File: config.mk
export PLATFORM = sky130hd
export DESIGN_NAME = word_assembler
export DESIGN_NICKNAME = d
export VERILOG_FILES = /design/src/common/adc_acq_pkg.sv /design/src/readout/word_assembler.sv
export VERILOG_INCLUDE_DIRS = /design/src /design/src/common
export SDC_FILE = /design/constraint.sdc
export NUM_CORES = 1
export LEC_CHECK = 0
export BUFFER_PORTS_ARGS = -buffer_cell sky130_fd_sc_hd__buf_2
export CORE_MARGIN = 4
export CORE_UTILIZATION = 55
export DETAILED_ROUTE_END_ITERATION = 8
export PLACE_DENSITY_LB_ADDON = 0.12
export SLEW_MARGIN = 30
export SYNTH_ARGS = -nofsm -noshare
export SYNTH_HDL_FRONTEND = slang
export SYNTH_SLANG_ARGS = --single-unit
File: constraint.sdc
create_clock -name adc_clk -period 1.7 [get_ports adc_clk]
set_clock_uncertainty 0.15 [all_clocks]
set_input_delay 0.085 -clock adc_clk [delete_from_list [all_inputs] [get_ports adc_clk]]
set_output_delay 0.085 -clock adc_clk [all_outputs]
set_load 0.005 [all_outputs]
File: src/common/adc_acq_defs.svh
`ifndef ADC_ACQ_DEFS_SVH
`define ADC_ACQ_DEFS_SVH

////////////////////////////////////////
// sample and buffer geometry
////////////////////////////////////////

`define SAMPLE_W          12              // one adc sample
`define ENTRY_W           26              // two samples plus two over-range bits
`define CBUF_AW           10              // 1024 entry circular buffer
`define TFIFO_AW          3               // 8 trigger addresses in flight

////////////////////////////////////////
// output word format
////////////////////////////////////////

`define ENTRIES_PER_WORD  4               // entries packed into one data word
`define OUT_W             132             // tag plus payload
`define TAG_W             4
`define PAYLOAD_W         128

// word tags, top nibble of out_data
`define TAG_HDR           4'd1
`define TAG_DAT           4'd2
`define TAG_CSUM          4'd3

// credits held after reset
`define OUT_CREDITS       4

`endif

File: src/common/adc_acq_pkg.sv
`default_nettype none

`include "adc_acq_defs.svh"

package adc_acq_pkg;

    ////////////////////////////////////////
    // buffer side types
    ////////////////////////////////////////

    // bit 0 ovr a, 12:1 sample a, 13 ovr b, 25:14 sample b
    typedef logic [`ENTRY_W-1:0] entry_t;

    typedef logic [`CBUF_AW-1:0] cbuf_addr_t;    // wraps modulo buffer depth

    ////////////////////////////////////////
    // output side types
    ////////////////////////////////////////

    // 131:128 tag, 127:0 payload
    typedef logic [`OUT_W-1:0] out_word_t;

    // which word readout asks the assembler for
    typedef enum logic [1:0] {
        WK_HDR,     // waveform header
        WK_DAT,     // four buffer entries
        WK_CSUM     // xor of the data payloads
    } word_kind_e;

endpackage

`default_nettype wire

File: src/readout/word_assembler.sv
`timescale 1ns/1ps
`default_nettype none

`include "adc_acq_defs.svh"

module word_assembler import adc_acq_pkg::*; (
    input  wire             adc_clk,
    input  wire             rst_n,
    input  wire entry_t     rd_data,
    input  wire             shift_en,
    input  wire             emit,
    input  wire word_kind_e kind,
    input  wire cbuf_addr_t trig_addr_hdr,
    input  wire [11:0]      channel_tag,
    input  wire [13:0]      num_bursts,
    input  wire [15:0]      pre_trig,
    output out_word_t       out_data,
    output logic            out_valid
);

    localparam int WIN_W   = `ENTRIES_PER_WORD * `ENTRY_W;
    localparam int DAT_PAD = `PAYLOAD_W - WIN_W;          // unused top of a data word
    localparam int HDR_PAD = `PAYLOAD_W - 70;             // header fields take 70 bits

    entry_t [`ENTRIES_PER_WORD-1:0] win;   // entry 0 is the oldest
    logic [`PAYLOAD_W-1:0]          dat_payload;
    logic [`PAYLOAD_W-1:0]          hdr_payload;
    logic [`PAYLOAD_W-1:0]          csum;
    logic [`PAYLOAD_W-1:0]          payload;
    logic [`TAG_W-1:0]              tag;
    logic [11:0]                    wfm_num;

    // new entries enter at the top and age downward
    always_ff @(posedge adc_clk) begin
        if (shift_en)
            win <= {rd_data, win[`ENTRIES_PER_WORD-1:1]};
    end

    assign dat_payload = {{DAT_PAD{1'b0}}, win};

    // chan tag, wfm number, trig addr padded to 16, bursts, pre trig
    assign hdr_payload = {{HDR_PAD{1'b0}}, pre_trig, num_bursts,
                          {(16 - `CBUF_AW){1'b0}}, trig_addr_hdr, wfm_num, channel_tag};

    ////////////////////////////////////////
    // word select
    ////////////////////////////////////////

    always_comb begin
        case (kind)
            WK_HDR:  begin tag = `TAG_HDR;  payload = hdr_payload; end
            WK_CSUM: begin tag = `TAG_CSUM; payload = csum;        end
            default: begin tag = `TAG_DAT;  payload = dat_payload; end
        endcase
    end

    // running xor, restarted by every header
    always_ff @(posedge adc_clk) begin
        if (emit && kind == WK_HDR)
            csum <= '0;
        else if (emit && kind == WK_DAT)
            csum <= csum ^ dat_payload;
    end

    always_ff @(posedge adc_clk or negedge rst_n) begin
        if (!rst_n) begin
            out_valid <= 1'b0;
            wfm_num   <= '0;
        end else begin
            out_valid <= emit;
            if (emit && kind == WK_CSUM)
                wfm_num <= wfm_num + 1'b1;    // next waveform
        end
    end

    // output word register
    always_ff @(posedge adc_clk) begin
        if (emit)
            out_data <= {tag, payload};
    end

endmodule

`default_nettype wire

== Yosys cells after proc, flatten, opt, wreduce, memory -nomap -nowiden ==
Index checks and enable logic that the tools add are counted.
Word-level totals
  flip-flop bits (word level): 377
  output and inout port bits: 133
Operators by class
  bitwise gates (word level): 1
  add/subtract/negate cells: 1
  equality and inequality tests: 2
  muxes and demuxes: 2
  reductions and logical operators: 4
Operator list (count)
  $pmux 128 s2: 1
  $xor 128x104->128: 1
  $add 12x1->12 const B: 1
  $pmux 2 s2: 1
  $logic_and 1x1->1: 3
  $eq 2x1->1 const B: 1
  $eq 2x2->1 const B: 1
  $logic_not 2->1: 1

== Depth between registers and ports, before layout ==
  depth in word-level cells: 2
  mapped depth: 7

== Worst setup path after synthesis ==
OpenSTA, ideal clock, no wires.
  path kind: input -> register
  from: input port kind[0]
  to: register out_data[100] (data pin)
  arrival time: 0.872 ns
  setup time: 0.267 ns
  cell stages on the path: 7
  slack: 0.412 ns
  path buffers: 5
  path through: buf_6 > buf_6 > buf_6 > buf_4 > buf_2 > nand2_1 > o21ai_0
On the way
  word-level cells in the longest chain between the ends: 2
  elaborated cells on any way between the ends: 3
  those cells by class: 1 x eq/ne; 1 x mux; 1 x reduce/logical
Ends and longest elaborated chain
  start: declaration: line word_assembler.sv:12  | input wire word_kind_e kind,
  $eq 2x2->1 / $logic_not 2->1 (equally long branches): line word_assembler.sv:50  | case (kind)
  $pmux 128 s2 *: line word_assembler.sv:50
  via payload[100]: line word_assembler.sv:29  | logic [`PAYLOAD_W-1:0] payload;
  end signal: assignment: line word_assembler.sv:79  | out_data <= {tag, payload};
  end: declaration: line word_assembler.sv:17  | output out_word_t out_data,
The timed path passes the listed nets; every way through them passes the cells marked *.
A chain may end at the register's enable or synchronous reset.

== Worst setup path in the final report ==
  from: input port kind[1]
  to: register csum[102]
On the way
  word-level cells in the longest chain between the ends: 2
  elaborated cells on any way between the ends: 4
  those cells by class: 1 x eq/ne; 3 x reduce/logical
Ends and longest elaborated chain
  $eq 2x1->1 / $logic_not 2->1 (equally long branches): line word_assembler.sv:61, word_assembler.sv:59
  $logic_and 1x1->1, on equally long branches: line word_assembler.sv:61, word_assembler.sv:59
  end signal: assignment: line word_assembler.sv:62  | csum <= csum ^ dat_payload;
  end: declaration: line word_assembler.sv:28  | logic [`PAYLOAD_W-1:0] csum;
Several ways; a longest one is shown, not always the timed one.

==> metrics.md <==
| Metric | Value |
|---|---|
| Sequential element share of the synthesized area | 64.4% |
| Power density over the cells | 1200 mW/mm^2 |
| Number of slew-limit violations in the final report | 0 |
| Layout cell share with drive strength beyond 1 | 19.6% |
| Number of global-route vias before repair | 8786 |
| Average vias per placed instance | 5.29 |
| Routed metal-1 wire length | 13200 microns |
| Final estimated routing congestion in global placement | 0.839 |
| Clock transition at the registers of the reported paths | 60 ps |
| Highest net fanout along the worst path | 55 |
| RSZ-0062 raised after global routing | no |
| Storage element area | 0.00871 sq mm |
| PortBufs | 190 |
| Highest signal layer in the routed design | met4 |
| Normalized max-slew margin | 61.1% |
| First-iteration detailed-routing DRC count | 686 |
| Average instance area after synthesis | 12.4 sq um |
| Total via count after detailed routing | 9046 |
| Post-Place Setup Slack | 239 ps |
| DPL Wire Length | 18900 microns |
| Die boundary width | 165 microns |
| Final setup violation count | 0 |
| DRC violations left | 0 |
| Max_cap viols | 0 |
| Detailed-routing iteration count for the pre-antenna-repair pass | 5 |
| Fraction of synthesized cell area taken by the top area cell type | 46.6% |
| Gate power share | 11.7% |
| Crit path largest cell delay | 730 ps |
| Remaining global-route overflow | 0 |
| Initial antenna violation count | 0 |
| Maximum level of the CTS H-tree | 2 |
| Top Ports | 217 |
| Critical Path End Type | register |
| Internal | 15.2 mW |
| Critical path startpoint category | primary input |
| Routed Antenna Nets | 0 |
| Synth warn | 0 |
| Area of the die | 0.0272 sq mm |
| Maximum resistive drop on vdd | 0.829 mV |
| Switching component of the power | 4.93 mW |
| Setup fix buffers added after clock tree synthesis | 0 |
| Num Clock Sinks | 327 |
| Asr flop ratio synth | 3.98% |
| P&R area growth vs syn | 24.1% |
| Class of the most critical setup path | primary input to register |
| Vertical die dimension | 165 microns |
| Count of inserted antenna diode cells | 0 |
| Detailed-route wire length per cell | 17.8 microns |
| TritonCTS clock tree | done |
| CP Data Required Time | 1930 ps |
| Clock insertion delay at the later pin of the skew report | 510 ps |
| Most common library cell in the layout ignoring fill and taps | edfxtp_1 |
| Share of the clock period used by the worst path | 96.4% |
| Synth Register Bits | 327 |
| Time the final worst path needs with I/O delays and setup | 1640 ps |
| Worst min path class | primary input to register |
| Number of hold violations in the final report | 0 |
| Net count of the finished layout | 1444 |
| Setup_tns | 0 ps |
| Number of cells produced by synthesis | 1095 |
| Effective utilization at floorplan | 55.8% |
| Crit path max-delay cell type | dlygate4sd3_1 |
| Cts bufs inserted | 34 |
| Largest net degree at the start of global routing | 82 |
| Synth area leaders | edfxtp_1 47%, dfxtp_1 15%, nand4b_1 6.7%, xor2_1 6.7%, mux2i_1 4.7% |
| Outcome | completed |
| Combined area of the multi-input logic cells | 0.00426 sq mm |
| Number of enable flip-flop cells after synthesis | 210 |
| Post-route setup slack | 60.6 ps |
| Total core area | 0.0242 sq mm |
| Num rows | 57 |
| Maximum count of clock buffers along a single path | 3 |
| FF-to-FF setup slack | 70 ps |
| Ordered cell list for the critical path | buf_6 > dlygate4sd3_1 > or2_1 > nor2_4 > buf_12 > nor2_1 |
| Clk root buf | clkbuf_16 |
| Fraction of power spent switching nets | 24.5% |
| Reported leakage power | 6.77 nW |
| Netlist area before placement | 0.0135 sq mm |
| Leading cell types in the layout, fill and taps excluded | 210 x edfxtp_1, 186 x buf_2, 145 x nand2_1 |
| Met3 Routed Length | 1630 microns |
| Area leader, netlist | edfxtp_1 |
| Fill cell count | 1744 |
| Worst Path Arrival | 1870 ps |
| Total chip power | 20.1 mW |
| Seq pwr share | 52.0% |
| Routed wire length | 30500 microns |
| Synth cell types | 27 |
| Worst hold slack after final layout | 33.8 ps |
| WL met2 | 14700 microns |
| Top FF cell, synth | edfxtp_1 |
| First-pass GRT wire length | 47500 microns |
| Max Freq | 610 MHz |
| Clock network fraction of design power | 36.3% |
| Global router's overall resource usage | 22.4% |
| Worst-Margin Slew | 581 ps |
## sequential cells by signal, indices dropped and copies added (netlist names)
register / flops
wfm_num: 12
out_valid: 1
out_data: 106
csum: 104
dat_payload: 104
## routing by layer
layer  up-vias  GRT usage [%]
met4         0           7.86
met2       269           36.3
met5         -              0
met1      4383           30.7
met3        55           3.79
li1       4339              -
## stage by stage
stage | instances | area, sq um | util (%)
floorplan | 1120 | 13600 | -
global placement | 1554 | 14800 | 60.8
detailed placement | 1554 | 14800 | 60.8
CTS | 1709 | 16800 | 69.3
global route | 1709 | 16800 | 69.3
finish | 1709 | 16800 | 69.3
## kinds of logic (layout without fill, tap and decap cells)
family | Yosys count | in the layout | synth area share, %
AO/OA/AOI/OAI | 104 | 104 | 3.85
multiplexers | 65 | 65 | 4.82
other | 1 | 26 | 0.0277
flip-flops | 327 | 327 | 64.4
buffers and inverters | 110 | 375 | 4.83
XOR/XNOR | 115 | 115 | 7.44
adder cells (fa/ha/maj) | 1 | 1 | 0.0924
AND/OR/NAND/NOR | 372 | 372 | 14.6
## cell usage after synthesis (all sizes together) (2+ instances only)
library cell	number
edfxtp	210
nand2	145
nor2	105
dfxtp	104
nand4b	104
o21ai	104
xor2	104
buf	83
mux2i	64
clkbuf	25
dfrtp	13
xnor2	11
nand4	6
nand3	4
and2	2
and3	2
and4	2
inv	2
## power groups by stage
stage	logic, mW	clock network, mW	registers (mW)
finish	2.35	7.32	10.5
detailed placement	2.15	0	10.6
CTS	2.35	7.43	10.5
global route	2.67	7.83	10.6
floorplan	1.43	0	10.4
global placement	2.08	0	10.6
## what timing repair did
| item | in CTS | in global routing |
|---|---|---|
| resized for setup | 0 | 0 |
| setup endpoints to repair | 0 | 0 |
| hold buffers | 93 | 0 |
| hold endpoints to repair | 235 | 0 |
## worst max-delay path, delay by kind of cell
family | cells | cell delay (ps)
buffers and inverters | 3 | 1180
AND/OR/NAND/NOR | 3 | 580
## cell type report
type                       instances  share of cell area, %
tap                              324                   2.41
sequential                       327                   51.9
timing repair buffer             311                   13.7
multi-input combinational        683                   25.4
clock buffer                      48                   6.06
clock inverter                    14                  0.551
inverter                           2                 0.0447
## worst paths after layout
check	from	endpoint	cells past startpoint
min in group asynchronous	rst_n	wfm_num[8]$_DFFE_PN0P_	3
setup reg to reg	dat_payload[41]$_DFFE_PP_	out_data[41]$_DFFE_PP_	3
setup / recovery	kind[1]	csum[102]$_SDFFE_PP0P_	6
max in group asynchronous	rst_n	wfm_num[0]$_DFFE_PN0P_	3
hold reg to reg	dat_payload[80]$_DFFE_PP_	dat_payload[54]$_DFFE_PP_	0
hold / removal	kind[1]	out_data[5]$_DFFE_PP_	3
Power figures use the tool's default switching activity.
