File: config.mk
export PLATFORM = sky130hd
export DESIGN_NAME = readout_ctrl
export DESIGN_NICKNAME = d
export VERILOG_FILES = /design/src/common/adc_acq_pkg.sv /design/src/readout/readout_ctrl.sv
export VERILOG_INCLUDE_DIRS = /design/src /design/src/common
export SDC_FILE = /design/constraint.sdc
export NUM_CORES = 1
export LEC_CHECK = 0
export BUFFER_PORTS_ARGS = -buffer_cell sky130_fd_sc_hd__clkbuf_2
export CAP_MARGIN = 20
export CORE_ASPECT_RATIO = 0.6
export CORE_MARGIN = 3
export CORE_UTILIZATION = 51
export CTS_CLUSTER_DIAMETER = 40
export DETAILED_ROUTE_END_ITERATION = 6
export MAX_ROUTING_LAYER = met4
export PLACE_DENSITY = 0.86
export SLEW_MARGIN = 10
export SYNTH_ARGS = -nofsm -noshare
export SYNTH_HDL_FRONTEND = slang
export SYNTH_SLANG_ARGS = --single-unit
File: constraint.sdc
create_clock -name adc_clk -period 6 [get_ports adc_clk]
set_input_delay 1.2 -clock adc_clk [delete_from_list [all_inputs] [get_ports adc_clk]]
set_output_delay 1.2 -clock adc_clk [all_outputs]
set_load 0.05 [all_outputs]
File: src/common/adc_acq_defs.svh
`ifndef ADC_ACQ_DEFS_SVH
`define ADC_ACQ_DEFS_SVH

////////////////////////////////////////
// sample and buffer geometry
////////////////////////////////////////

`define SAMPLE_W          12              // one adc sample
`define ENTRY_W           26              // two samples plus two over-range bits
`define CBUF_AW           10              // 1024 entry circular buffer
`define TFIFO_AW          3               // 8 trigger addresses in flight

////////////////////////////////////////
// output word format
////////////////////////////////////////

`define ENTRIES_PER_WORD  4               // entries packed into one data word
`define OUT_W             132             // tag plus payload
`define TAG_W             4
`define PAYLOAD_W         128

// word tags, top nibble of out_data
`define TAG_HDR           4'd1
`define TAG_DAT           4'd2
`define TAG_CSUM          4'd3

// credits held after reset
`define OUT_CREDITS       4

`endif

File: src/common/adc_acq_pkg.sv
`default_nettype none

`include "adc_acq_defs.svh"

package adc_acq_pkg;

    ////////////////////////////////////////
    // buffer side types
    ////////////////////////////////////////

    // bit 0 ovr a, 12:1 sample a, 13 ovr b, 25:14 sample b
    typedef logic [`ENTRY_W-1:0] entry_t;

    typedef logic [`CBUF_AW-1:0] cbuf_addr_t;    // wraps modulo buffer depth

    ////////////////////////////////////////
    // output side types
    ////////////////////////////////////////

    // 131:128 tag, 127:0 payload
    typedef logic [`OUT_W-1:0] out_word_t;

    // which word readout asks the assembler for
    typedef enum logic [1:0] {
        WK_HDR,     // waveform header
        WK_DAT,     // four buffer entries
        WK_CSUM     // xor of the data payloads
    } word_kind_e;

endpackage

`default_nettype wire

File: src/readout/readout_ctrl.sv
`timescale 1ns/1ps
`default_nettype none

`include "adc_acq_defs.svh"

module readout_ctrl import adc_acq_pkg::*; (
    input  wire             adc_clk,
    input  wire             rst_n,
    input  wire             fifo_empty,
    input  wire cbuf_addr_t fifo_head,
    input  wire [13:0]      num_bursts,
    input  wire [15:0]      pre_trig,
    input  wire             out_credit,
    output logic            fifo_pop,       // take one trigger address
    output logic            rd_en,
    output cbuf_addr_t      rd_addr,
    output logic            shift_en,       // ram data valid, shift into window
    output logic            emit,           // assembler registers a word
    output word_kind_e      kind,
    output cbuf_addr_t      trig_addr_hdr,
    output logic            acq_busy
);

    localparam int FCNT_W = $clog2(`ENTRIES_PER_WORD);
    localparam int CRED_W = $clog2(`OUT_CREDITS + 1);

    typedef enum logic [2:0] {S_IDLE, S_HEADER, S_FETCH, S_DATA, S_CSUM} state_t;

    state_t             state, state_nxt;
    logic [13:0]        burst_cnt;          // data words still to send
    logic [FCNT_W-1:0]  fetch_cnt;          // reads done for this word
    logic [CRED_W-1:0]  credit_cnt;
    logic               credit_ok;
    cbuf_addr_t         start_addr;

    assign credit_ok  = (credit_cnt != '0);
    assign start_addr = fifo_head - cbuf_addr_t'(pre_trig[`CBUF_AW-1:0]);  // mod depth
    assign acq_busy   = (state != S_IDLE);

    ////////////////////////////////////////
    // next state and strobes
    ////////////////////////////////////////

    always_comb begin
        state_nxt = state;
        fifo_pop  = 1'b0;
        rd_en     = 1'b0;
        emit      = 1'b0;
        kind      = WK_DAT;
        case (state)
            S_IDLE: begin
                if (!fifo_empty) begin
                    fifo_pop  = 1'b1;
                    state_nxt = S_HEADER;
                end
            end
            S_HEADER: begin
                kind = WK_HDR;
                if (credit_ok) begin
                    emit      = 1'b1;
                    state_nxt = (burst_cnt == '0) ? S_CSUM : S_FETCH;
                end
            end
            S_FETCH: begin
                rd_en = 1'b1;
                if (fetch_cnt == FCNT_W'(`ENTRIES_PER_WORD - 1))
                    state_nxt = S_DATA;
            end
            S_DATA: begin
                // wait for the last entry to land in the window
                if (!shift_en && credit_ok) begin
                    emit      = 1'b1;
                    state_nxt = (burst_cnt == 14'd1) ? S_CSUM : S_FETCH;
                end
            end
            S_CSUM: begin
                kind = WK_CSUM;
                if (credit_ok) begin
                    emit      = 1'b1;
                    state_nxt = S_IDLE;
                end
            end
            default: state_nxt = S_IDLE;
        endcase
    end

    ////////////////////////////////////////
    // state, counters, read address
    ////////////////////////////////////////

    always_ff @(posedge adc_clk or negedge rst_n) begin
        if (!rst_n) begin
            state     <= S_IDLE;
            rd_addr   <= '0;
            burst_cnt <= '0;
            fetch_cnt <= '0;
            shift_en  <= 1'b0;
        end else begin
            state    <= state_nxt;
            shift_en <= rd_en;                      // ram read latency of one
            if (fifo_pop) begin
                rd_addr   <= start_addr;
                burst_cnt <= num_bursts;
            end else if (rd_en) begin
                rd_addr   <= rd_addr + 1'b1;        // wraps with the buffer
                fetch_cnt <= fetch_cnt + 1'b1;      // wraps after the fourth read
            end
            if (emit && state == S_DATA)
                burst_cnt <= burst_cnt - 1'b1;
        end
    end

    // header field, follows the popped address
    always_ff @(posedge adc_clk) begin
        if (fifo_pop)
            trig_addr_hdr <= fifo_head;
    end

    // credit counter, spent at emit and returned by the sink
    always_ff @(posedge adc_clk or negedge rst_n) begin
        if (!rst_n)
            credit_cnt <= CRED_W'(`OUT_CREDITS);
        else if (emit && !out_credit)
            credit_cnt <= credit_cnt - 1'b1;
        else if (out_credit && !emit)
            credit_cnt <= credit_cnt + 1'b1;
    end

    ////////////////////////////////////////
    // checks
    ////////////////////////////////////////

    // sink must not return more credits than it was given
    a_credit_max : assert property (
        @(posedge adc_clk) disable iff (!rst_n)
        credit_cnt <= CRED_W'(`OUT_CREDITS)
    );

    a_emit_credit : assert property (
        @(posedge adc_clk) disable iff (!rst_n)
        emit |-> credit_cnt != '0
    );

endmodule

`default_nettype wire

### Word-level counts from Yosys, hierarchy flattened

Index checks and enable logic that the tools add are counted.
Widths: inputs -> output; s select.

| word-level totals | value |
|---|---|
| input bits | 44 |
| bits in registers | 43 |
| output and inout bits | 27 |

| cells by class | value |
|---|---|
| mux-type cells | 21 |
| $add $sub $neg | 6 |
| reductions and logical operators | 17 |
| equal/unequal tests | 11 |
| bitwise operators | 1 |

Operators by type and width:

| kind | count |
|---|---|
| $mux 14 | 2 |
| $mux 3 | 9 |
| $mux 10 | 2 |
| $pmux 3 s5 | 1 |
| $eq 14x1->1 const B | 1 |
| $logic_not 14->1 | 1 |
| $sub 14x1->14 const B | 1 |
| $add 10x1->10 const B | 1 |
| $ne 2x2->1 const B | 5 |
| $sub 10x10->10 | 1 |
| $eq 3x2->1 const B | 2 |
| $reduce_bool 2->1 | 3 |
| $reduce_bool 3->1 | 2 |
| $mux 1 | 5 |
| $reduce_and 5->1 | 1 |
| $logic_and 1x1->1 | 4 |
| $pmux 2 s2 | 1 |
| $add 3x1->3 const B | 1 |
| $eq 3x1->1 const B | 1 |
| $eq 3x3->1 const B | 1 |
| $logic_not 1->1 | 3 |
| $logic_not 3->1 | 1 |
| $sub 3x1->3 const B | 1 |
| $add 2x1->2 const B | 1 |
| other kinds (5) | 5 |

### Longest topological paths before layout

| logic depth | value |
|---|---|
| depth in word-level cells | 8 |
| mapped depth | 10 |

### Worst setup path after synthesis

No wires, ideal clock.

| path | value |
|---|---|
| kind | register to register |
| from | reg state[0] |
| to | reg credit_cnt[2] |
| arrival time | 3.243 ns |
| setup slack | 2.682 ns |
| stages on the path, launching flop included | 11 |
| data required time | 5.925 ns |
| clock period less this slack | 3.318 ns |
| buffers on the path | 1 |
| cell sequence | dfrtp_1 -> clkbuf_1 -> xor2_1 -> nand2b_1 -> a21oi_1 -> ha_1 -> inv_1 -> fa_1 -> xor2_1 -> nor2_1 -> xor2_1 |

| on the way | value |
|---|---|
| cells in the longest elaborated chain, start to end | 6 |
| elaborated cells on any way between the ends | 10 |
| classes of those cells | eq/ne: 3; mux: 2; reduce/logical: 5 |

Ends and longest elaborated chain:

| what | RTL line | source |
|---|---|---|
| start: declaration | readout_ctrl.sv:29 | `state_t state, state_nxt;` |
| start signal: assignment | readout_ctrl.sv:99 | `state <= state_nxt;` |
| $eq 3x3->1 or $eq 3x1->1 (tied branches) | readout_ctrl.sv:50 | `case (state)` |
| $reduce_or 2->1 (no line) | -- |  |
| $pmux 1 s2 (*) | readout_ctrl.sv:50 |  |
| net emit | readout_ctrl.sv:18 | `output logic emit,` |
| $logic_not 1->1 | readout_ctrl.sv:125 | `else if (out_credit && !emit)` |
| $logic_and 1x1->1 | readout_ctrl.sv:125 |  |
| $reduce_bool 2->1 (no line) | -- |  |
| end signal: assignment | readout_ctrl.sv:122 | `` credit_cnt <= CRED_W'(`OUT_CREDITS); `` |
| end signal: assignment | readout_ctrl.sv:124 | `credit_cnt <= credit_cnt - 1'b1;` |
| end signal: assignment | readout_ctrl.sv:126 | `credit_cnt <= credit_cnt + 1'b1;` |
| end: declaration | readout_ctrl.sv:32 | `logic [CRED_W-1:0] credit_cnt;` |

The timed path passes the listed nets; every way through them passes the cells marked *.
A chain may end at the register's enable or synchronous reset.

### Final worst setup path

| path | value |
|---|---|
| from | reg state[0] |
| to | out fifo_pop |

| on the way | value |
|---|---|
| cells in the longest elaborated chain, start to end | 2 |

Ends and longest elaborated chain:

| what | RTL line | source |
|---|---|---|
| $logic_not 3->1 | readout_ctrl.sv:50 |  |
| $mux 1 | readout_ctrl.sv:50 |  |
| end: declaration | readout_ctrl.sv:14 | `output logic fifo_pop,` |

Every way passes these cells.

==> results.sh <==
export IMPL_worstPathMaxFanout=22
export IMPL_reg2reg_setup_slack_ns=3.35
export IMPL_reg2regPathDepth=9
export IMPL_hold_viol=0
export IMPL_crit_required_ns=4.80
export IMPL_async_flop_share_pct=76.7
export IMPL_synth_cells=278
export IMPL_syn_avg_cell_area_sq_um=9.45
export IMPL_fmax_mhz=296
export IMPL_initial_core_util_pct=55.3
export IMPL_place_ws_ns=2.68
export IMPL_num_vias=2404
export IMPL_rsz0062_at_grt="no"
export IMPL_syn_to_final_growth_pct=18.9
export IMPL_hold_class="flip-flop to flip-flop"
export IMPL_wl_per_cell_um=15.5
export IMPL_cp_start_kind="flip-flop"
export IMPL_core_sq_um=4750
export IMPL_via_per_inst=5.92
export IMPL_synthTopCellsByArea="dfrtp_1, edfxtp_1, ha_1"
export IMPL_grt_pass1_wl_um=10200
export IMPL_synthFlopType="dfrtp_1"
export IMPL_reg2reg_from="state[0]"
export IMPL_clk_pin_slew_ns=0.09
export IMPL_crit_type="flip-flop to primary output"
export IMPL_stdcell_count=406
export IMPL_fp_dieW_um=98.7
export IMPL_cp_arrival_ns=2.18
export IMPL_drive_gt1_share_pct=24.2
export IMPL_slew_headroom_pct=42.9
export IMPL_regArea_sq_um=1130
export IMPL_port_buffers=64
export IMPL_status="complete, no violations"
export IMPL_cts_resized=0
export IMPL_p_leak_nw=1.45
export IMPL_drc=0
export IMPL_powerDensity_nw_per_um2=517
export IMPL_clk_latency_ns=0.30
export IMPL_fin_crit_sh_pct=56.3
export IMPL_power_total_mw=1.61
export IMPL_worst_slack_ns=2.62
export IMPL_first_global_vias=2173
export IMPL_setup_viol=0
export IMPL_synth_common_cells="dfrtp_1, nand2_1, a21oi_1, nor2_1, inv_1"
export IMPL_drt_wl_total_um=6300
export IMPL_overflow=0
export IMPL_antenna_cells=0
export IMPL_fin_nets=403
export IMPL_cap_violations=0
export IMPL_die_h_um=61.6
export IMPL_synth_edf_count=10
export IMPL_place_inst=398
export IMPL_worst_pin_slew_ns=0.856
export IMPL_track_usage_pct=22.2
export IMPL_synth_warnings=0
export IMPL_clk_path_buf_depth=2
export IMPL_worstHoldStart="fetch_cnt[0]"
export IMPL_ys_seq_area_share_pct=42.9
export IMPL_ios=71
export IMPL_hpwl_um=4630
export IMPL_antenna_found_initial=0
export IMPL_gp_congestion=0.952
export IMPL_syn_nets=339
export IMPL_r2r_end="rd_addr[4]"
export IMPL_postLayoutCoreUtil_pct=65.7
export IMPL_cts_root_buf="clkbuf_8"
export IMPL_h_tree_depth=2
export IMPL_ant_nets=0
export IMPL_ys_types=57
export IMPL_cts_hold_buf=0
export IMPL_multi_input_area_sq_um=1370
export IMPL_rows=19
export IMPL_finalMaxSlewViolations=0
export IMPL_fin_crit_ns=3.38
export IMPL_synth_top_area_cell="dfrtp_1"
export IMPL_dr_pass1_iters=7
export IMPL_cp_end_kind="primary output"
export IMPL_min_to="fetch_cnt[0]"
export IMPL_grt_max_degree=34
export IMPL_dieArea_sq_um=6080
export IMPL_netlist_area_sq_um=2630
export IMPL_cts_sinks=43
export IMPL_whs_path_depth=1
export IMPL_synth_seq_cells=43
export IMPL_peakVddDrop_mv=0.226
export IMPL_synth_top_area_share_pct=30.5
export IMPL_drt_iter0_drc=197
export IMPL_fin_skew_ns=0.0111
export IMPL_cts_tree="built"
export IMPL_cts_made_buffers=5
export IMPL_tns_ns=0
export IMPL_post_cts_buffers=0
export IMPL_num_fill_cells=423
metrics by stage:
stage	hold WS (ns)	cell area, sq um
2_1_floorplan	0.450	2630
3_3_place_gp	0.465	2990
3_5_place_dp	0.474	2990
4_1_cts	0.490	3120
5_1_grt	0.511	3120
6_report	0.485	3120
cells in the final DEF (no fill, tap or decap), types with 4 or more instances in the layout:
master,netlist,final
dfrtp_1,32,32
ha_1,15,15
o21ai_0,13,13
nand2_1,32,32
o211ai_1,5,5
a21o_1,5,5
nand3_1,6,6
clkbuf_8,0,5
a21oi_1,23,23
xor2_1,5,5
nor3_1,8,8
inv_1,18,18
a221oi_1,4,4
xnor2_1,8,8
or3_1,4,4
nor4_1,9,9
nor2_1,21,21
clkbuf_2,0,64
edfxtp_1,10,10
metal layers:
| layer | GRT usage, % | wire length, um |
|---|---|---|
| met1 | 30.6 | 2870 |
| met2 | 32.9 | 2790 |
| met3 | 5.77 | 573 |
| met4 | 5.84 | 68 |
| met5 | - | 0 |
worst max-delay path by stage:
stage	from	end	slack, ns
after floorplan	state[0]	credit_cnt[2]	2.68
after global placement	fifo_empty	fifo_pop	2.70
after detailed placement	fifo_empty	fifo_pop	2.68
after CTS	state[0]	fifo_pop	2.63
after global routing	state[0]	fifo_pop	2.51
final	state[0]	fifo_pop	2.62
cells by family after synthesis:
kind of cell             Yosys count  share of synthesized area (%)
AO/OA/AOI/OAI                     73                           18.2
XOR/XNOR                          13                           4.33
adder cells (fa/ha/maj)           17                           8.67
buffers and inverters             28                           4.95
flip-flops                        43                           42.9
multiplexers                       2                          0.810
AND/OR/NAND/NOR                  102                           20.1
flip-flops by register name (all words and copies together), names as in the netlist:
| register | cells |
|---|---|
| rd_addr | 10 |
| fetch_cnt | 2 |
| burst_cnt | 14 |
| credit_cnt | 3 |
| shift_en | 1 |
| trig_addr_hdr | 10 |
| state | 3 |
where the power goes:
| group | total (mW) | internal [mW] | switching (mW) |
|---|---|---|---|
| Sequential | 0.554 | 0.419 | 0.134 |
| Combinational | 0.789 | 0.267 | 0.522 |
| Clock | 0.272 | 0.167 | 0.106 |
| Total | 1.61 | 0.852 | 0.762 |
layout make-up:
class / instances / area share [%]
sequential: 43 / 36.1
clock inverter: 2 / 1.92
timing repair buffer: 66 / 10.7
inverter: 19 / 2.52
clock buffer: 6 / 2.32
tap: 63 / 2.52
multi-input combinational: 207 / 43.9
critical path, cell delays in order, from the launching register on:
cell      delay, ns
dfrtp_1        0.55
or3_2          0.52
or2_0          0.21
buf_4          0.22
inv_1          0.10
clkbuf_2       0.27
No activity file was read; power rests on OpenSTA's default activity.
