**config.mk**
```make
export PLATFORM = sky130hd
export DESIGN_NAME = sample_capture
export DESIGN_NICKNAME = d
export VERILOG_FILES = /design/src/common/adc_acq_pkg.sv /design/src/capture/sample_capture.sv
export VERILOG_INCLUDE_DIRS = /design/src /design/src/common
export SDC_FILE = /design/constraint.sdc
export NUM_CORES = 1
export LEC_CHECK = 0
export ABC_CLOCK_PERIOD_IN_PS = 1600
export BUFFER_PORTS_ARGS = -buffer_cell sky130_fd_sc_hd__buf_4
export CAP_MARGIN = 20
export CELL_PAD_IN_SITES_DETAIL_PLACEMENT = 0
export CELL_PAD_IN_SITES_GLOBAL_PLACEMENT = 1
export CORE_ASPECT_RATIO = 1.4
export CORE_MARGIN = 2
export CORE_UTILIZATION = 37
export DETAILED_ROUTE_END_ITERATION = 7
export GPL_ROUTABILITY_DRIVEN = 0
export PLACE_DENSITY = 0.8
export SYNTH_ARGS = -nofsm -noshare
export SYNTH_HDL_FRONTEND = slang
export SYNTH_SLANG_ARGS = --single-unit
```
**constraint.sdc**
```tcl
create_clock -name adc_clk -period 1.6 [get_ports adc_clk]
set_input_delay 0.32 -clock adc_clk [delete_from_list [all_inputs] [get_ports adc_clk]]
set_output_delay 0.32 -clock adc_clk [all_outputs]
set_load 0.03 [all_outputs]
```
**src/common/adc_acq_defs.svh**
```systemverilog
`ifndef ADC_ACQ_DEFS_SVH
`define ADC_ACQ_DEFS_SVH

////////////////////////////////////////
// sample and buffer geometry
////////////////////////////////////////

`define SAMPLE_W          12              // one adc sample
`define ENTRY_W           26              // two samples plus two over-range bits
`define CBUF_AW           10              // 1024 entry circular buffer
`define TFIFO_AW          3               // 8 trigger addresses in flight

////////////////////////////////////////
// output word format
////////////////////////////////////////

`define ENTRIES_PER_WORD  4               // entries packed into one data word
`define OUT_W             132             // tag plus payload
`define TAG_W             4
`define PAYLOAD_W         128

// word tags, top nibble of out_data
`define TAG_HDR           4'd1
`define TAG_DAT           4'd2
`define TAG_CSUM          4'd3

// credits held after reset
`define OUT_CREDITS       4

`endif

```
**src/common/adc_acq_pkg.sv**
```systemverilog
`default_nettype none

`include "adc_acq_defs.svh"

package adc_acq_pkg;

    ////////////////////////////////////////
    // buffer side types
    ////////////////////////////////////////

    // bit 0 ovr a, 12:1 sample a, 13 ovr b, 25:14 sample b
    typedef logic [`ENTRY_W-1:0] entry_t;

    typedef logic [`CBUF_AW-1:0] cbuf_addr_t;    // wraps modulo buffer depth

    ////////////////////////////////////////
    // output side types
    ////////////////////////////////////////

    // 131:128 tag, 127:0 payload
    typedef logic [`OUT_W-1:0] out_word_t;

    // which word readout asks the assembler for
    typedef enum logic [1:0] {
        WK_HDR,     // waveform header
        WK_DAT,     // four buffer entries
        WK_CSUM     // xor of the data payloads
    } word_kind_e;

endpackage

`default_nettype wire

```
**src/capture/sample_capture.sv**
```systemverilog
`timescale 1ns/1ps
`default_nettype none

`include "adc_acq_defs.svh"

module sample_capture import adc_acq_pkg::*; (
    input  wire         adc_clk,
    input  wire         rst_n,
    input  wire entry_t sample_in,
    input  wire         acq_enable,
    input  wire         acq_trig,
    input  wire         use_dummy,
    output logic        wr_en,        // write strobe, one cycle after sampling
    output cbuf_addr_t  wr_addr,
    output entry_t      wr_data,
    output logic        trig_push,    // queue this entry's address
    output cbuf_addr_t  trig_addr
);

    logic [`SAMPLE_W-1:0] dummy_cnt;   // free running test pattern
    entry_t               dummy_entry;

    // both samples carry the counter, over-range bits held low
    assign dummy_entry = {dummy_cnt, 1'b0, dummy_cnt, 1'b0};

    ////////////////////////////////////////
    // strobes and counters
    ////////////////////////////////////////

    always_ff @(posedge adc_clk or negedge rst_n) begin
        if (!rst_n) begin
            wr_en     <= 1'b0;
            trig_push <= 1'b0;
            dummy_cnt <= '0;
            wr_addr   <= '0;
        end else begin
            wr_en     <= acq_enable;
            trig_push <= acq_enable & acq_trig;   // triggers ignored while disabled
            if (acq_enable)
                dummy_cnt <= dummy_cnt + 1'b1;    // counts every entry, either source
            if (wr_en)
                wr_addr <= wr_addr + 1'b1;        // step past the entry just written, wraps
        end
    end

    // sampled entry, no reset needed
    always_ff @(posedge adc_clk) begin
        if (acq_enable)
            wr_data <= use_dummy ? dummy_entry : sample_in;
    end

    // the pushed address is the slot this same entry lands in
    assign trig_addr = wr_addr;

    ////////////////////////////////////////
    // checks
    ////////////////////////////////////////

    // a trigger address must always point at a slot that is being filled
    a_push_with_write : assert property (
        @(posedge adc_clk) disable iff (!rst_n)
        trig_push |-> wr_en
    );

endmodule

`default_nettype wire

```
# After elaboration in Yosys (flattened, before gate mapping)
# Cells that the tools add are included.
# totals
regBits	50
inputBits	31
output_inout_bits	48
elab_cells	10
# op_classes
n_addsub	2
mux	1
n_bitwise	1
# op_table
op	count
$mux W26	1
$add A12 B1 Y12 const B	1
$add A10 B1 Y10 const B	1
$and A1 B1 Y1	1

# Logic depth before layout (Yosys ltp)
# Gate-level depths: netlist of run 1.
# depth
word_depth	1
mapped_depth	4
mapped_depth_nobuf	4

# Least setup slack after synthesis of run 1
# No wires, ideal clock.
# synth_path
path_type	reg-to-reg
start	reg wr_en
end	reg wr_addr[7] (netlist: trig_addr[7])
setup_ns	0.081
arrival_time_ns	1.235
t_required_ns	1.519
setup_slack_ns	0.284
stages_incl_launch_ff	5
n_path_buf	1
synth_period_minus_slack_ns	1.316
path_cell_list	dfrtp_1 buf_2 nand4_1 nor3_1 xor2_1
# synth_lines
item	line_no	source
start: declaration	sample_capture.sv:13	output logic wr_en,
start signal: assignment	sample_capture.sv:37	wr_en <= acq_enable;
end signal: assignment	sample_capture.sv:42	wr_addr <= wr_addr + 1'b1;
end: declaration	sample_capture.sv:14	output cbuf_addr_t wr_addr,

# Worst setup path after layout of run 1
# layout_path
start	reg wr_en
end	out wr_en
# No word-level cell between the ends.

==> impl_metrics.env, run 1 <==
export IMPL_cp_required_ns=1.28
export IMPL_syn_inst=186
export IMPL_io_buffers=78
export IMPL_dieWidth_um=68.9
export IMPL_end_kind="output port"
export IMPL_num_antenna_cells=0
export IMPL_worstPathCellList="buf_4"
export IMPL_yosysSeqAreaShare_pct=63.3
export IMPL_wl_per_cell_um=13.1
export IMPL_grt_pass1_wl_um=6670
export IMPL_core_area_um2=5780
export IMPL_synth_top_flop_cell="edfxtp_1"
export IMPL_antenna_found_initial=0
export IMPL_finalNetCount=290
export IMPL_track_usage_pct=13.8
export IMPL_tightest_slew_ns=0.309
export IMPL_drc=0
export IMPL_worstSetupStartpointType="flop"
export IMPL_tns_ns=0
export IMPL_syn_to_final_growth_pct=30.9
export IMPL_hp_start="acq_trig"
export IMPL_synth_top_area_share_pct=35.8
export IMPL_cts_inserted_buffers=5
export IMPL_critPathKind="reg -> out"
export IMPL_cts_tree="done"
export IMPL_ys_async_sr_fraction_pct=48.0
export IMPL_die_area_um2=6530
export IMPL_via_per_inst=4.68
export IMPL_postCtsSetupBuffers=0
export IMPL_cts_htree_levels=2
export IMPL_use_met3_pct=2.74
export IMPL_clk_pin_slew_ns=0.09
export IMPL_syn_num_nets=219
export IMPL_p_leak_nw=1.35
export IMPL_cts_root_buf="clkbuf_8"
export IMPL_cpPeakStageDelay_ns=0.50
export IMPL_ios=79
export IMPL_drt_iter0_drc=110
export IMPL_crit_family="flip-flops"
export IMPL_relSlewSlack_pct=79.4
export IMPL_rsz0062_at_grt="no"
export IMPL_drv_cap=0
export IMPL_yosys_warnings=0
export IMPL_p_per_area_nw_per_um2=1430
export IMPL_synth_area_leader_cell="edfxtp_1"
export IMPL_cts_resized=0
export IMPL_placed_cells=319
export IMPL_busiest_layer="met2"
export IMPL_grt_pass1_vias=1502
export IMPL_timing_final_crit_share_pct=83.3
export IMPL_vias=1535
export IMPL_num_rows=33
export IMPL_cpMaxStageDelayCell="dfrtp_1"
export IMPL_holdPathEnd="trig_push$_DFF_PN0_"
export IMPL_synth_edf_count=26
export IMPL_start_util_pct=37.7
export IMPL_arrival_ns=1.01
export IMPL_status="complete, no violations"
export IMPL_grt_overflow_total=0
export IMPL_power_mw=4.08
export IMPL_final_layout_size_suffix_gt1_share_pct=35.3
export IMPL_dr_pass1_iters=4
export IMPL_use_met1_pct=15.1
export IMPL_synth_area_leaders="edfxtp_1 (36%), dfrtp_1 (28%), o21ai_0 (5.5%), inv_1 (4.5%), xnor2_1 (4.0%)"
export IMPL_layout_min_cycle_time_ns=1.33
export IMPL_dp_hpwl_um=3220
export IMPL_reg2reg_to="dummy_cnt[8]$_DFFE_PN0P_"
export IMPL_synth_area_um2=2180
export IMPL_finalSetupViolations=0
export IMPL_peakVddDrop_mv=0.855
export IMPL_finalHoldViolCount=0
export IMPL_syn_avg_cell_area_um2=11.7
export IMPL_die_h_um=94.8
export IMPL_synth_cell_types=23
export IMPL_clock_latency_ns=0.30
export IMPL_grt_max_degree=39
export IMPL_min_delay_path_class="in -> reg"
export IMPL_cts_buffer_depth=2
export IMPL_synth_common_cells="edfxtp_1 (26), inv_1 (26), dfrtp_1 (24), o21ai_0 (24), nand2_1 (19)"
export IMPL_hold_buffers=1
export IMPL_final_cells=328
export IMPL_synth_seq_cells=50
export IMPL_r2r_setup_slack_ns=0.38
export IMPL_critPathMaxFanout=8
export IMPL_ant_nets=0
export IMPL_clock_sinks=50
export IMPL_fin_skew_ns=0.00399
export IMPL_fmax_ghz=0.750
export IMPL_worst_path_buf_inv=1
export IMPL_totalWireLength_um=4280
export IMPL_slew_viol_final=0
export IMPL_gr_usage_met2_pct=24.7
export IMPL_ff2ff_path_depth=4
export IMPL_r2r_start="dummy_cnt[0]$_DFFE_PN0P_"
export IMPL_min_path_cells=2
-- cells by family (layout without fill, tap and decap cells) --
family                     count (synthesis)  in the layout  synth area share (%)
AOI/OAI and AO/OA                         24             24                  5.51
xor gates and xnor gates                  20             20                  8.03
adders and majority gates                  2              2                  1.15
buffers and inverters                     42            114                  9.12
DFF                                       50             50                  63.3
muxes                                      2              2                  1.03
and+or+nand+nor                           46             46                  11.8
-- state kept, by name, summed over array words and instances, names as in the netlist --
name / cells
dummy_cnt: 12
trig_addr: 10
trig_push: 1
wr_data: 26
wr_en: 1
-- per-layer routing --
layer	wire length (um)	up-vias
li1	-	751
met1	1640	733
met2	2350	45
met3	219	6
met4	72	0
met5	0	-
-- stage by stage --
stage                     area, um^2  worst slack [ns]  hold WS [ns]  utilization (%)
after floorplan                 2180             0.284        0.0244                -
after global placement          2760             0.397         0.237             47.7
after detailed placement        2760             0.379         0.236             47.7
after CTS                       2860             0.250         0.209             49.4
after global routing            2860             0.214         0.226             49.4
final                           2860             0.267         0.217             49.4
-- report_power, final --
group | total (mW) | switching [mW] | internal, mW
registers | 1.96 | 0.319 | 1.64
clock network | 0.712 | 0.412 | 0.300
logic | 1.40 | 0.836 | 0.565
total | 4.08 | 1.57 | 2.51
-- placed cells by master, fill, tap and decap left out, types with 2 or more instances in the layout --
master,count
buf_4,79
clkbuf_8,5
dfrtp_1,24
edfxtp_1,26
ha_1,2
inv_1,26
mux2_2,2
nand2_1,19
nand3_1,4
nand4_1,7
nor2_1,3
nor2b_1,2
nor3_1,5
o21ai_0,24
xnor2_1,10
xor2_1,10
-- worst max-delay path by stage --
stage / from / cells past startpoint / slack, ns / end
after global routing: wr_en$_DFF_PN0_ / 1 / 0.21 / wr_en
after floorplan: wr_en$_DFF_PN0_ / 4 / 0.28 / trig_addr[7]$_DFFE_PN0P_
after detailed placement: acq_enable / 4 / 0.38 / dummy_cnt[11]$_DFFE_PN0P_
final: wr_en$_DFF_PN0_ / 1 / 0.27 / wr_en
after global placement: acq_enable / 4 / 0.40 / dummy_cnt[11]$_DFFE_PN0P_
after CTS: wr_en$_DFF_PN0_ / 1 / 0.25 / wr_en
-- area by class of cell --
class                   count  area (um^2)
fillers                   549         2930
flip-flops and latches     50         1380
repair buffers             80          603
multi-input cells          94          601
inverters                  26         97.6
well taps                  70         87.6
clock buffers               5         68.8
clock inverters             3         16.3
(Power assumes the default switching activity.)
==> inputs of run 2 (changes only) <==
- ABC_AREA: unset -> 1
- ABC_CLOCK_PERIOD_IN_PS: 1600 -> 1200
- CORE_UTILIZATION: 37 -> 33
- PLACE_DENSITY: 0.8 -> 0.77
- clock period: 1.6 -> 1.2 ns (I/O delays scaled with it)
==> impl_metrics.env, run 2 <==
export IMPL_cpPeakStageDelay_ns=0.45
export IMPL_syn_num_nets=258
export IMPL_cts_buffer_depth=2
export IMPL_r2r_start="dummy_cnt[0]$_DFFE_PN0P_"
export IMPL_grt_overflow_total=0
export IMPL_ff2ff_path_depth=5
export IMPL_dp_hpwl_um=3350
export IMPL_hp_start="acq_trig"
export IMPL_tns_ns=0
export IMPL_cpMaxStageDelayCell="dfrtp_2"
export IMPL_r2r_setup_slack_ns=0.05
export IMPL_synth_area_leaders="edfxtp_1 (35%), dfrtp_1 (27%), nand2_1 (8.3%), inv_1 (7.0%), o21ai_0 (5.8%)"
export IMPL_critPathMaxFanout=5
export IMPL_cts_htree_levels=2
export IMPL_cp_required_ns=0.96
export IMPL_fmax_ghz=0.856
export IMPL_min_path_cells=3
export IMPL_num_rows=35
export IMPL_tightest_slew_ns=0.318
export IMPL_antenna_found_initial=0
export IMPL_num_antenna_cells=0
export IMPL_via_per_inst=4.19
export IMPL_holdPathEnd="trig_push$_DFF_PN0_"
export IMPL_ff_latch_area_um2=1390
export IMPL_core_area_um2=6610
export IMPL_clock_sinks=50
export IMPL_slew_viol_final=0
export IMPL_worst_path_buf_inv=1
export IMPL_yosysSeqAreaShare_pct=61.3
export IMPL_rsz0062_at_grt="yes"
export IMPL_peakVddDrop_mv=0.625
export IMPL_die_area_um2=7520
export IMPL_synth_cell_types=22
export IMPL_die_h_um=102
export IMPL_final_common_cell="buf_4"
export IMPL_ys_async_sr_fraction_pct=48.0
export IMPL_drv_cap=0
export IMPL_min_delay_path_class="in -> reg"
export IMPL_crit_family="flip-flops"
export IMPL_reg2reg_to="dummy_cnt[8]$_DFFE_PN0P_"
export IMPL_grt_max_degree=39
export IMPL_timing_final_crit_share_pct=97.3
export IMPL_synth_top_area_share_pct=34.6
export IMPL_end_kind="output port"
export IMPL_layout_min_cycle_time_ns=1.17
export IMPL_dr_pass1_iters=4
export IMPL_cts_tree="done"
export IMPL_critPathKind="reg -> out"
export IMPL_syn_avg_cell_area_um2=10.0
export IMPL_finalHoldViolCount=0
export IMPL_drc=0
export IMPL_ant_nets=0
export IMPL_p_per_area_nw_per_um2=1880
export IMPL_fillCellCount=635
export IMPL_relSlewSlack_pct=78.8
export IMPL_ios=79
export IMPL_vias=1685
export IMPL_p_leak_nw=1.53
export IMPL_cts_root_buf="clkbuf_8"
export IMPL_clk_pin_slew_ns=0.09
export IMPL_largest_reg_flops=26
export IMPL_worstPathCellList="buf_4"
export IMPL_yosys_warnings=0
export IMPL_dieWidth_um=73.8
export IMPL_finalSetupViolations=0
export IMPL_synth_top_flop_cell="edfxtp_1"
export IMPL_start_util_pct=34.1
export IMPL_track_usage_pct=12.2
export IMPL_holdWs_ns=0.116
export IMPL_io_buffers=78
export IMPL_wl_per_cell_um=11.4
export IMPL_clock_latency_ns=0.30
export IMPL_multi_input_area_um2=656
export IMPL_grt_pass1_vias=1560
export IMPL_drt_iter0_drc=26
export IMPL_totalWireLength_um=4590
export IMPL_final_layout_size_suffix_gt1_share_pct=39.4
export IMPL_syn_to_final_growth_pct=39.6
export IMPL_synth_seq_cells=50
export IMPL_cts_inserted_buffers=5
export IMPL_layout_common_cells="buf_4 (86), nand2_1 (48), inv_1 (42)"
export IMPL_synth_most_common_cell="nand2_1"
export IMPL_finalNetCount=342
export IMPL_grt_pass1_wl_um=6910
export IMPL_synth_area_leader_cell="edfxtp_1"
export IMPL_synth_edf_count=26
export IMPL_synth_common_cells="nand2_1 (50), inv_1 (42), edfxtp_1 (26), o21ai_0 (26), dfrtp_1 (24)"
export IMPL_fin_skew_ns=0.00496
export IMPL_worstSetupStartpointType="flop"
export IMPL_synth_area_um2=2250
export IMPL_syn_inst=225
export IMPL_arrival_ns=0.93
export IMPL_power_mw=5.91
export IMPL_largest_register="wr_data"
export IMPL_status="complete, no violations"
## run 2: kinds of logic after synthesis
family | after synthesis | synth area share [%]
AOI/OAI and AO/OA | 26 | 5.77
and+or+nand+nor | 75 | 14.7
muxes | 1 | 0.500
adders and majority gates | 2 | 1.11
DFF | 50 | 61.3
xor gates and xnor gates | 13 | 5.05
buffers and inverters | 58 | 11.6
## run 2: cell type report
| class | instances | share of cell area (%) |
|---|---|---|
| flip-flops and latches | 50 | 44.3 |
| repair buffers | 92 | 22.6 |
| multi-input cells | 117 | 20.8 |
| inverters | 43 | 5.13 |
| well taps | 92 | 3.66 |
| clock buffers | 5 | 2.19 |
| clock inverters | 3 | 1.27 |
## run 2: how the worst max path moves through the flow
| stage | from | to | slack (ns) | cells after the start |
|---|---|---|---|---|
| detailed placement | dummy_cnt[0]$_DFFE_PN0P_ | dummy_cnt[8]$_DFFE_PN0P_ | 0.03 | 5 |
| CTS | dummy_cnt[0]$_DFFE_PN0P_ | dummy_cnt[8]$_DFFE_PN0P_ | 0.003 | 5 |
| floorplan | trig_addr[0]$_DFFE_PN0P_ | trig_addr[8]$_DFFE_PN0P_ | -0.02 | 6 |
| global route | dummy_cnt[0]$_DFFE_PN0P_ | dummy_cnt[8]$_DFFE_PN0P_ | -0.03 | 5 |
| global placement | dummy_cnt[0]$_DFFE_PN0P_ | dummy_cnt[8]$_DFFE_PN0P_ | 0.05 | 5 |
| finish | trig_addr[3]$_DFFE_PN0P_ | wr_addr[3] | 0.03 | 1 |
## run 2: per-layer routing
metal  share of wire, %  vias up  GRT usage [%]
met5                  0        -              0
met4                3.1        0           6.85
met3                4.0       11           2.69
met2                 54       44           21.6
met1                 39      771           13.1
li1                   -      859              -
## run 2: report_power, final
| group | total [mW] | switching, mW | internal (mW) |
|---|---|---|---|
| combinational | 2.21 | 1.27 | 0.949 |
| sequential | 2.54 | 0.336 | 2.20 |
| clock | 1.16 | 0.546 | 0.614 |
## run 2: per-stage QoR
stage / cell area (um^2) / setup slack [ns] / util [%] / cells
3_5_place_dp: 2920 / 0.0263 / 44.2 / 386
3_3_place_gp: 2920 / 0.0467 / 44.2 / 386
5_1_grt: 3150 / -0.0262 / 47.6 / 402
6_report: 3150 / 0.0322 / 47.6 / 402
2_1_floorplan: 2280 / -0.0213 / - / 225
4_1_cts: 3040 / 0.00296 / 46.0 / 395
## run 2: timing repair
action	in CTS	in global routing
resized for setup	0	18
setup buffers	0	7
hold buffers	1	0
endpoints found under the setup margin	0	23
endpoints found under the hold margin	24	0
